$ cat src/cnn_settings.svh
`ifndef CNN_SETTINGS_SVH
`define CNN_SETTINGS_SVH

//////////////////////////////////////////////////////////////////////
// frame geometry
//////////////////////////////////////////////////////////////////////

// small frame for simulation
`define SCREEN_W 8
`define SCREEN_H 8
`define COORD_BITS 3

// kernel edge and number of trees
`define KSIZE 3
`define NUM_KERNELS 2

// data widths
`define PIX_BITS 8
`define WEIGHT_BITS 4
`define SUM_BITS 16

// products, row sums, rectify
`define TREE_LATENCY 3

// valid convolution area only, no padding
`define FM_W (`SCREEN_W - 2)
`define FM_H (`SCREEN_H - 2)
`define FM_DEPTH (`FM_W * `FM_H)

// nine signed taps, tap 0 in the low nibble
// blur-like, sum of taps is 16
`define KERNEL_0_WEIGHTS 36'h121242121
// laplacian-like edge kernel, sum of taps is -1
`define KERNEL_1_WEIGHTS 36'hFFFF7FFFF

`endif

$ cat src/cnn_pkg.sv
`default_nettype none

`include "cnn_settings.svh"

package cnn_pkg;

  //////////////////////////////////////////////////////////////////////
  // pixel stream
  //////////////////////////////////////////////////////////////////////

  // camera pixel, unsigned
  typedef logic [`PIX_BITS-1:0] pixel_t;

  // screen or feature map position
  typedef struct packed {
    logic [`COORD_BITS-1:0] x;
    logic [`COORD_BITS-1:0] y;
  } coord_t;

  // one incoming pixel, qualified by pix_valid
  typedef struct packed {
    coord_t pos;
    pixel_t data;
  } pix_in_t;

  // 3x3 neighbourhood, row-major, element 0 is the oldest pixel
  typedef pixel_t [`KSIZE*`KSIZE-1:0] window_t;

  //////////////////////////////////////////////////////////////////////
  // feature map
  //////////////////////////////////////////////////////////////////////

  // one rectified lane per kernel
  typedef pixel_t [`NUM_KERNELS-1:0] fm_word_t;

  typedef struct packed {
    coord_t   pos;
    fm_word_t value;
  } fm_wr_t;

  // host read request, kernel selects the lane
  typedef struct packed {
    logic   kernel;
    coord_t pos;
  } fm_rd_req_t;

endpackage

`default_nettype wire

$ cat src/window_ctrl.sv
`timescale 1ns/1ns
`default_nettype none

`include "cnn_settings.svh"

// decides which pixel positions close a full 3x3 window
module window_ctrl (
  input  logic              clock,
  input  logic              rst_n,
  input  logic              pix_valid,
  input  cnn_pkg::pix_in_t  pix_in,
  output logic              win_valid,
  output cnn_pkg::coord_t   win_pos
);

  // window needs two earlier rows and two earlier columns
  localparam logic [`COORD_BITS-1:0] EDGE = `KSIZE - 1;

  logic full_window;

  // newest pixel is the bottom-right corner
  assign full_window = (pix_in.pos.x >= EDGE) && (pix_in.pos.y >= EDGE);

  // valid flag, one cycle per strobe
  always_ff @(posedge clock or negedge rst_n) begin
    if (!rst_n) begin
      win_valid <= 1'b0;
    end else begin
      // idle cycles and edge pixels give no window
      win_valid <= pix_valid && full_window;
    end
  end

  // top-left corner of the window, same cycle as the buffer shift
  always_ff @(posedge clock) begin
    if (pix_valid) begin
      win_pos.x <= pix_in.pos.x - EDGE;
      win_pos.y <= pix_in.pos.y - EDGE;
    end
  end

  // only meaningful when win_valid is high
  // the feature map address is built from this corner

endmodule

`default_nettype wire

$ cat src/window_buffer.sv
`timescale 1ns/1ns
`default_nettype none

`include "cnn_settings.svh"

// line buffer that shows the 3x3 window ending at the newest pixel
module window_buffer (
  input  logic              clock,
  input  logic              rst_n,
  input  logic              pix_valid,
  input  cnn_pkg::pixel_t   pixel,
  output cnn_pkg::window_t  window
);

  //////////////////////////////////////////////////////////////////////
  // shift register
  //////////////////////////////////////////////////////////////////////

  // two full rows plus one kernel width
  localparam int DEPTH = (`KSIZE - 1) * `SCREEN_W + `KSIZE;

  // element 0 holds the newest pixel
  cnn_pkg::pixel_t sr [DEPTH];

  // advances only on a pixel strobe, idle cycles hold
  always_ff @(posedge clock or negedge rst_n) begin
    if (!rst_n) begin
      for (int i = 0; i < DEPTH; i++) begin
        sr[i] <= '0;
      end
    end else if (pix_valid) begin
      sr[0] <= pixel;
      for (int i = 1; i < DEPTH; i++) begin
        sr[i] <= sr[i-1];
      end
    end
  end

  //////////////////////////////////////////////////////////////////////
  // window taps
  //////////////////////////////////////////////////////////////////////

  // row r of the window sits (KSIZE-1-r) screen rows back
  // column c sits (KSIZE-1-c) pixels back in that row
  // raster order makes these taps correct wherever window_ctrl
  // raises win_valid
  always_comb begin
    for (int r = 0; r < `KSIZE; r++) begin
      for (int c = 0; c < `KSIZE; c++) begin
        window[r*`KSIZE + c] = sr[(`KSIZE-1-r)*`SCREEN_W + (`KSIZE-1-c)];
      end
    end
  end

  // window changes in the cycle after the strobe edge
  // so it lines up with win_valid from window_ctrl

endmodule

`default_nettype wire

$ cat src/mult_adder.sv
`timescale 1ns/1ns
`default_nettype none

`include "cnn_settings.svh"

// nine-tap multiply-adder tree with rectify and saturate
module mult_adder #(
  parameter logic [`WEIGHT_BITS*`KSIZE*`KSIZE-1:0] WEIGHTS = `KERNEL_0_WEIGHTS
) (
  input  logic              clock,
  input  logic              rst_n,
  input  cnn_pkg::window_t  window,
  output cnn_pkg::pixel_t   rect_out
);

  localparam int TAPS = `KSIZE * `KSIZE;
  localparam logic signed [`SUM_BITS-1:0] PIX_MAX = (1 << `PIX_BITS) - 1;

  logic signed [`SUM_BITS-1:0] weight_ext [TAPS];
  logic signed [`SUM_BITS-1:0] pixel_ext  [TAPS];
  logic signed [`SUM_BITS-1:0] prod       [TAPS];
  logic signed [`SUM_BITS-1:0] row_sum    [`KSIZE];
  logic signed [`SUM_BITS-1:0] total;

  // sign-extend weights, zero-extend pixels
  always_comb begin
    for (int i = 0; i < TAPS; i++) begin
      weight_ext[i] = signed'(WEIGHTS[`WEIGHT_BITS*i +: `WEIGHT_BITS]);
      pixel_ext[i]  = signed'({1'b0, window[i]});
    end
  end

  //////////////////////////////////////////////////////////////////////
  // stage 1, products
  //////////////////////////////////////////////////////////////////////

  always_ff @(posedge clock or negedge rst_n) begin
    if (!rst_n) begin
      for (int i = 0; i < TAPS; i++) begin
        prod[i] <= '0;
      end
    end else begin
      for (int i = 0; i < TAPS; i++) begin
        prod[i] <= weight_ext[i] * pixel_ext[i];
      end
    end
  end

  //////////////////////////////////////////////////////////////////////
  // stage 2, row sums
  //////////////////////////////////////////////////////////////////////

  always_ff @(posedge clock or negedge rst_n) begin
    if (!rst_n) begin
      for (int r = 0; r < `KSIZE; r++) begin
        row_sum[r] <= '0;
      end
    end else begin
      for (int r = 0; r < `KSIZE; r++) begin
        row_sum[r] <= prod[r*`KSIZE] + prod[r*`KSIZE+1] + prod[r*`KSIZE+2];
      end
    end
  end

  //////////////////////////////////////////////////////////////////////
  // stage 3, rectify and saturate
  //////////////////////////////////////////////////////////////////////

  // worst case |sum| stays well inside SUM_BITS
  assign total = row_sum[0] + row_sum[1] + row_sum[2];

  always_ff @(posedge clock or negedge rst_n) begin
    if (!rst_n) begin
      rect_out <= '0;
    end else if (total < 0) begin
      // relu, negatives to zero
      rect_out <= '0;
    end else if (total > PIX_MAX) begin
      rect_out <= '1;
    end else begin
      rect_out <= total[`PIX_BITS-1:0];
    end
  end

endmodule

`default_nettype wire

$ cat src/conv_tag_pipe.sv
`timescale 1ns/1ns
`default_nettype none

`include "cnn_settings.svh"

// carries window valid and position alongside the trees
module conv_tag_pipe (
  input  logic             clock,
  input  logic             rst_n,
  input  logic             win_valid,
  input  cnn_pkg::coord_t  win_pos,
  output logic             fm_we,
  output cnn_pkg::coord_t  fm_wr_pos
);

  // one stage per tree register stage
  logic            [`TREE_LATENCY-1:0] valid_sr;
  cnn_pkg::coord_t [`TREE_LATENCY-1:0] pos_sr;

  // valid bits, cleared by reset
  always_ff @(posedge clock or negedge rst_n) begin
    if (!rst_n) begin
      valid_sr <= '0;
    end else begin
      valid_sr <= {valid_sr[`TREE_LATENCY-2:0], win_valid};
    end
  end

  // coordinates shift every cycle, up to three in flight
  always_ff @(posedge clock) begin
    pos_sr <= {pos_sr[`TREE_LATENCY-2:0], win_pos};
  end

  // aligned with rect_out of every tree
  assign fm_we     = valid_sr[`TREE_LATENCY-1];
  assign fm_wr_pos = pos_sr[`TREE_LATENCY-1];

endmodule

`default_nettype wire

$ cat src/fm_buffer.sv
`timescale 1ns/1ns
`default_nettype none

`include "cnn_settings.svh"

// feature map RAM with frame counter and host read port
module fm_buffer (
  input  logic                 clock,
  input  logic                 rst_n,
  input  logic                 fm_we,
  input  cnn_pkg::fm_wr_t      fm_wr,
  input  logic                 rd_strobe,
  input  cnn_pkg::fm_rd_req_t  rd_req,
  output logic                 rd_valid,
  output cnn_pkg::pixel_t      rd_data,
  output logic                 frame_done
);

  localparam int ADDR_BITS = $clog2(`FM_DEPTH);
  localparam logic [ADDR_BITS-1:0] LAST_WRITE = `FM_DEPTH - 1;

  cnn_pkg::fm_word_t mem [`FM_DEPTH];

  logic [ADDR_BITS-1:0] wr_addr;
  logic [ADDR_BITS-1:0] rd_addr;
  logic [ADDR_BITS-1:0] wr_count;

  // row-major, y * FM_W + x
  assign wr_addr = ADDR_BITS'(fm_wr.pos.y * `FM_W + fm_wr.pos.x);
  assign rd_addr = ADDR_BITS'(rd_req.pos.y * `FM_W + rd_req.pos.x);

  //////////////////////////////////////////////////////////////////////
  // write side
  //////////////////////////////////////////////////////////////////////

  // all kernel lanes land in one word
  always_ff @(posedge clock) begin
    if (fm_we) begin
      mem[wr_addr] <= fm_wr.value;
    end
  end

  // counts writes, pulses once per frame
  always_ff @(posedge clock or negedge rst_n) begin
    if (!rst_n) begin
      wr_count   <= '0;
      frame_done <= 1'b0;
    end else begin
      frame_done <= fm_we && (wr_count == LAST_WRITE);
      if (fm_we) begin
        if (wr_count == LAST_WRITE) begin
          wr_count <= '0;
        end else begin
          wr_count <= wr_count + 1'b1;
        end
      end
    end
  end

  //////////////////////////////////////////////////////////////////////
  // read side
  //////////////////////////////////////////////////////////////////////

  always_ff @(posedge clock or negedge rst_n) begin
    if (!rst_n) begin
      rd_valid <= 1'b0;
    end else begin
      rd_valid <= rd_strobe;
    end
  end

  // old word on a same-cycle write to the same address
  always_ff @(posedge clock) begin
    if (rd_strobe) begin
      rd_data <= mem[rd_addr][rd_req.kernel];
    end
  end

endmodule

`default_nettype wire

$ cat src/cnn_top.sv
`timescale 1ns/1ns
`default_nettype none

`include "cnn_settings.svh"

// convolution front end for a raster pixel stream
module cnn_top (
  input  logic                 clock,
  input  logic                 rst_n,
  input  logic                 pix_valid,
  input  cnn_pkg::pix_in_t     pix_in,
  input  logic                 rd_strobe,
  input  cnn_pkg::fm_rd_req_t  rd_req,
  output logic                 rd_valid,
  output cnn_pkg::pixel_t      rd_data,
  output logic                 frame_done
);

  //////////////////////////////////////////////////////////////////////
  // wires
  //////////////////////////////////////////////////////////////////////

  // window stage
  logic              win_valid;
  cnn_pkg::coord_t   win_pos;
  cnn_pkg::window_t  window;

  // tree outputs, one lane per kernel
  cnn_pkg::fm_word_t lane_values;

  // tag pipe to RAM
  logic              fm_we;
  cnn_pkg::coord_t   fm_wr_pos;
  cnn_pkg::fm_wr_t   fm_wr;

  //////////////////////////////////////////////////////////////////////
  // window forming
  //////////////////////////////////////////////////////////////////////

  window_ctrl i_window_ctrl (
    .clock     (clock),
    .rst_n     (rst_n),
    .pix_valid (pix_valid),
    .pix_in    (pix_in),
    .win_valid (win_valid),
    .win_pos   (win_pos)
  );

  window_buffer i_window_buffer (
    .clock     (clock),
    .rst_n     (rst_n),
    .pix_valid (pix_valid),
    .pixel     (pix_in.data),
    .window    (window)
  );

  // one tree per kernel, same window
  for (genvar k = 0; k < `NUM_KERNELS; k++) begin : gen_kernel
    mult_adder #(
      .WEIGHTS ((k == 0) ? `KERNEL_0_WEIGHTS : `KERNEL_1_WEIGHTS)
    ) i_mult_adder (
      .clock    (clock),
      .rst_n    (rst_n),
      .window   (window),
      .rect_out (lane_values[k])
    );
  end

  // position follows the trees
  conv_tag_pipe i_conv_tag_pipe (
    .clock     (clock),
    .rst_n     (rst_n),
    .win_valid (win_valid),
    .win_pos   (win_pos),
    .fm_we     (fm_we),
    .fm_wr_pos (fm_wr_pos)
  );

  assign fm_wr.pos   = fm_wr_pos;
  assign fm_wr.value = lane_values;

  fm_buffer i_fm_buffer (
    .clock      (clock),
    .rst_n      (rst_n),
    .fm_we      (fm_we),
    .fm_wr      (fm_wr),
    .rd_strobe  (rd_strobe),
    .rd_req     (rd_req),
    .rd_valid   (rd_valid),
    .rd_data    (rd_data),
    .frame_done (frame_done)
  );

endmodule

`default_nettype wire

$ cat config.mk
export PLATFORM = sky130hd
export DESIGN_NAME = cnn_top
export DESIGN_NICKNAME = d
export VERILOG_FILES = /design/src/cnn_pkg.sv /design/src/window_ctrl.sv /design/src/window_buffer.sv /design/src/mult_adder.sv /design/src/conv_tag_pipe.sv /design/src/fm_buffer.sv /design/src/cnn_top.sv
export VERILOG_INCLUDE_DIRS = /design/src
export SDC_FILE = /design/constraint.sdc
export NUM_CORES = 1
export LEC_CHECK = 0
export ABC_AREA = 1
export BUFFER_PORTS_ARGS = -buffer_cell sky130_fd_sc_hd__buf_4
export CAP_MARGIN = 5
export CORE_UTILIZATION = 57
export DETAILED_ROUTE_END_ITERATION = 7
export PLACE_DENSITY = 0.8
export SLEW_MARGIN = 20
export SYNTH_ARGS = -nofsm -noshare
export SYNTH_HDL_FRONTEND = slang
export SYNTH_SLANG_ARGS = --single-unit
export TNS_END_PERCENT = 50
$ cat constraint.sdc
create_clock -name clock -period 3 [get_ports clock]
set_input_delay 0.6 -clock clock [delete_from_list [all_inputs] [get_ports clock]]
set_output_delay 0.6 -clock clock [all_outputs]
set_load 0.01 [all_outputs]
==> key figures <==
Timing
  – RSZ-0062 raised after global routing: true
  – Final setup viols: 0
  – WHS: 0.100 ns
  – Least-Margin Pin Slew: 1.01 ns
  – Max Transition Viols Final: 0
  – Final setup margin: 0.126 ns
  – Fmax: 0.348 GHz
  – Clk_skew: 0.0406 ns
  – Hold Vio Cnt, Final: 0
  – Slew HR: 33.0%
  – Tcrit/Tclk final: 95.8%
  – Tmin final: 2.87 ns

Power
  – LEAKAGE: 19.7 nW
  – Max VDD drop: 0.615 mV
  – Pwr Total: 48.3 mW
  – Pwr dens: 929 nW/um^2

Critical path
  – RR Startpoint: i_conv_tag_pipe.fm_wr_pos[1]$_DFF_P_
  – R2R Path End: i_fm_buffer.mem[25][0]$_DFFE_PP_
  – CP startpoint kind: flop
  – Worst R2R Path Depth: 9
  – Flop2flop setup slack: 0.13 ns
  – Worst EP required: 3.34 ns
  – WP data arrival: 3.21 ns
  – Crit Path Category: flop to flop
  – Critical Path Fanout Max: 16
  – Setup crit end kind: flop

Yosys
  – Syn avg cell area: 11.6 sq um
  – Top cells by count, synth: nor2_1, edfxtp_1, dfrtp_1
  – Synthesized instance count: 3930
  – Post-Syn Area: 45700 sq um
  – Register area share after synthesis: 64.4%
  – Synth warn: 0
  – Area contributors post-synth: edfxtp_1, dfrtp_1, nor2_1
  – Synth async-reset ratio: 42.8%
  – EDFF count, synth: 590
  – Cell with the most instances after synthesis: nor2_1
  – Synth top area share: 38.7%
  – Post-Syn Nets: 4198
  – #FFs+latches synth: 1063
  – Synth area leader: edfxtp_1
  – Synth Flop Type: edfxtp_1
  – Distinct cells, synth: 41

Detailed routing
  – Antenna-violating nets left: 0
  – Drt wl/cell: 21.4 um
  – Post-DR vias/cell: 5.75
  – First-pass DRT Iterations: 6
  – Via count: 29911
  – Routed wire length: 111 mm
  – Drc violations: 0
  – Initial DRC count: 2944

Clock tree
  – Total clock sinks: 1063
  – Clock transition at path regs: 0.06 ns
  – CTS tree: yes
  – Clock root buffer: clkbuf_16
  – Setup bufs post-CTS: 0
  – CTS buffer count: 105
  – Clock Latency Late Sink: 0.67 ns
  – H-tree levels: 3
  – CTS max path bufs: 3

Global routing
  – Aggregate global-route resource usage: 27.6%
  – Vias in the first global route: 30073
  – Overflow after GRT: 0
  – Initial antenna violation count: 0
  – Largest net degree at the start of global routing: 117
  – Global-route wire length before repair: 172 mm

Place
  – GPL Wtd Cong: 0.948
  – DPL Wire Length: 72.8 mm
  – Port-buffer cells: 34
  – Dpl cell area: 48200 sq um
  – Dpl ws: -0.0168 ns

Run
  – Max-cap violation count: 0

Run status
  – Status: completed

Cells and area
  – Share of post-route cells with drive strength above 1: 8.98%
  – Synthesis-to-finish area growth: 13.5%
  – Number of fill cells: 5592
  – Nets@finish: 4331
  – Antenna diode count: 0
  – Area occupied by multi-input gates: 14400 sq um
  – Post-route cell area: 51900 sq um
  – Register area: 29500 sq um

Floorplan
  – Die width: 285 um
  – Die height: 285 um
  – Site Rows: 103
  – Core ar.: 79100 sq um
  – IO Count: 35
  – Initial Util: 57.8%
  – Die Area: 81400 sq um

Min path
  – Hold WC Path Type: primary input to flop
  – Hold endpoint: i_window_ctrl.win_pos[0]$_DFFE_PP_
  – Hold Crit Start: pix_in[8]
  – Hold Crit Depth: 1
## timing repair
action / 4_1_cts / 5_1_grt
hold buffers: 1 / 0
setup endpoints to repair: 0 / 172
endpoints found under the hold margin: 47 / 0
gates resized for setup: 0 / 10
## area by class of cell
cell class,instances,area share (%)
inverters,303,2.20
clock buffers,141,5.63
repair buffers,180,3.63
multi-input cells,2410,27.7
well taps,1050,2.53
clock inverters,55,1.50
flip-flops and latches,1063,56.8
## power breakdown
part	switching (mW)	internal (mW)
clock network	5.65	8.27
registers	1.67	17.7
logic	9.39	5.63
total	16.7	31.6
## worst max path at each step
stage	startpoint	to	cells past startpoint
2_1_floorplan	i_conv_tag_pipe.fm_wr_pos[1]$_DFF_P_	i_fm_buffer.mem[0][0]$_DFFE_PP_	8
3_3_place_gp	rd_req[0]	i_fm_buffer.rd_data[5]$_DFFE_PP_	13
3_5_place_dp	rd_req[0]	i_fm_buffer.rd_data[5]$_DFFE_PP_	13
4_1_cts	gen_kernel[0].i_mult_adder.prod[19]$_DFF_PN0_	gen_kernel[0].i_mult_adder.row_sum[9]$_DFF_PN0_	15
5_1_grt	i_conv_tag_pipe.fm_wr_pos[1]$_DFF_P_	i_fm_buffer.mem[21][10]$_DFFE_PP_	9
6_report	i_conv_tag_pipe.fm_wr_pos[1]$_DFF_P_	i_fm_buffer.mem[25][0]$_DFFE_PP_	9
## layer usage
metal | up-vias | share of wire (%) | global-route usage [%]
li1 | 13705 | - | -
met1 | 14644 | 38 | 35.5
met2 | 1293 | 50 | 47.1
met3 | 269 | 7.3 | 3.88
met4 | 0 | 4.5 | 11.9
met5 | - | 0 | 0
## cell families (layout without fill, tap and decap cells)
logic type      after synthesis  count (layout)  synth area share, %
compound gates              735             735                 8.86
xor+xnor                    158             158                 3.07
fa+ha+maj                   243             243                 8.08
buf+inv                     457             679                 4.19
flops                      1063            1063                 64.4
simple gates               1274            1274                 11.4
## metrics by stage
step / std cells / utilization [%] / setup TNS (ns)
floorplan: 3930 / - / 0
global placement: 5005 / 60.9 / 0
detailed placement: 5005 / 60.9 / -0.0168
CTS: 5202 / 65.6 / 0
global route: 5202 / 65.6 / -3.75
finish: 5202 / 65.6 / 0
## state kept, by name (all words and copies together), names as in the netlist, 8 cells and up
register                          cells
gen_kernel.i_mult_adder.prod        194
gen_kernel.i_mult_adder.rect_out     16
gen_kernel.i_mult_adder.row_sum      81
i_conv_tag_pipe.pos_sr               12
i_fm_buffer.mem                     576
i_fm_buffer.rd_data                   8
i_window_buffer.sr                   80
i_window_buffer.window               72
## critical path: stages, from the launching register on
cell and delay, ns:
dfxtp_1 0.35, ha_1 0.31, inv_1 0.06, fa_1 0.43
nor2_1 0.12, nand2_1 0.07, xnor2_1 0.35, nand3_1 0.36
nor2_1 0.19, buf_4 0.30
## placed cells by master, fill, tap and decap left out, drive strengths merged, types with 6 or more instances in the layout
cell type,count
nand2,365
a21o,7
dfrtp,455
nand4,20
xor2,107
xnor2,51
clkinv,38
dfxtp,18
nor3,35
buf,177
a21oi,172
inv,301
fa,87
ha,156
clkbuf,143
o21ai,414
bufinv,16
nand3,220
o21bai,6
edfxtp,590
nor2,622
o211ai,119
Power figures use the tool's default switching activity.
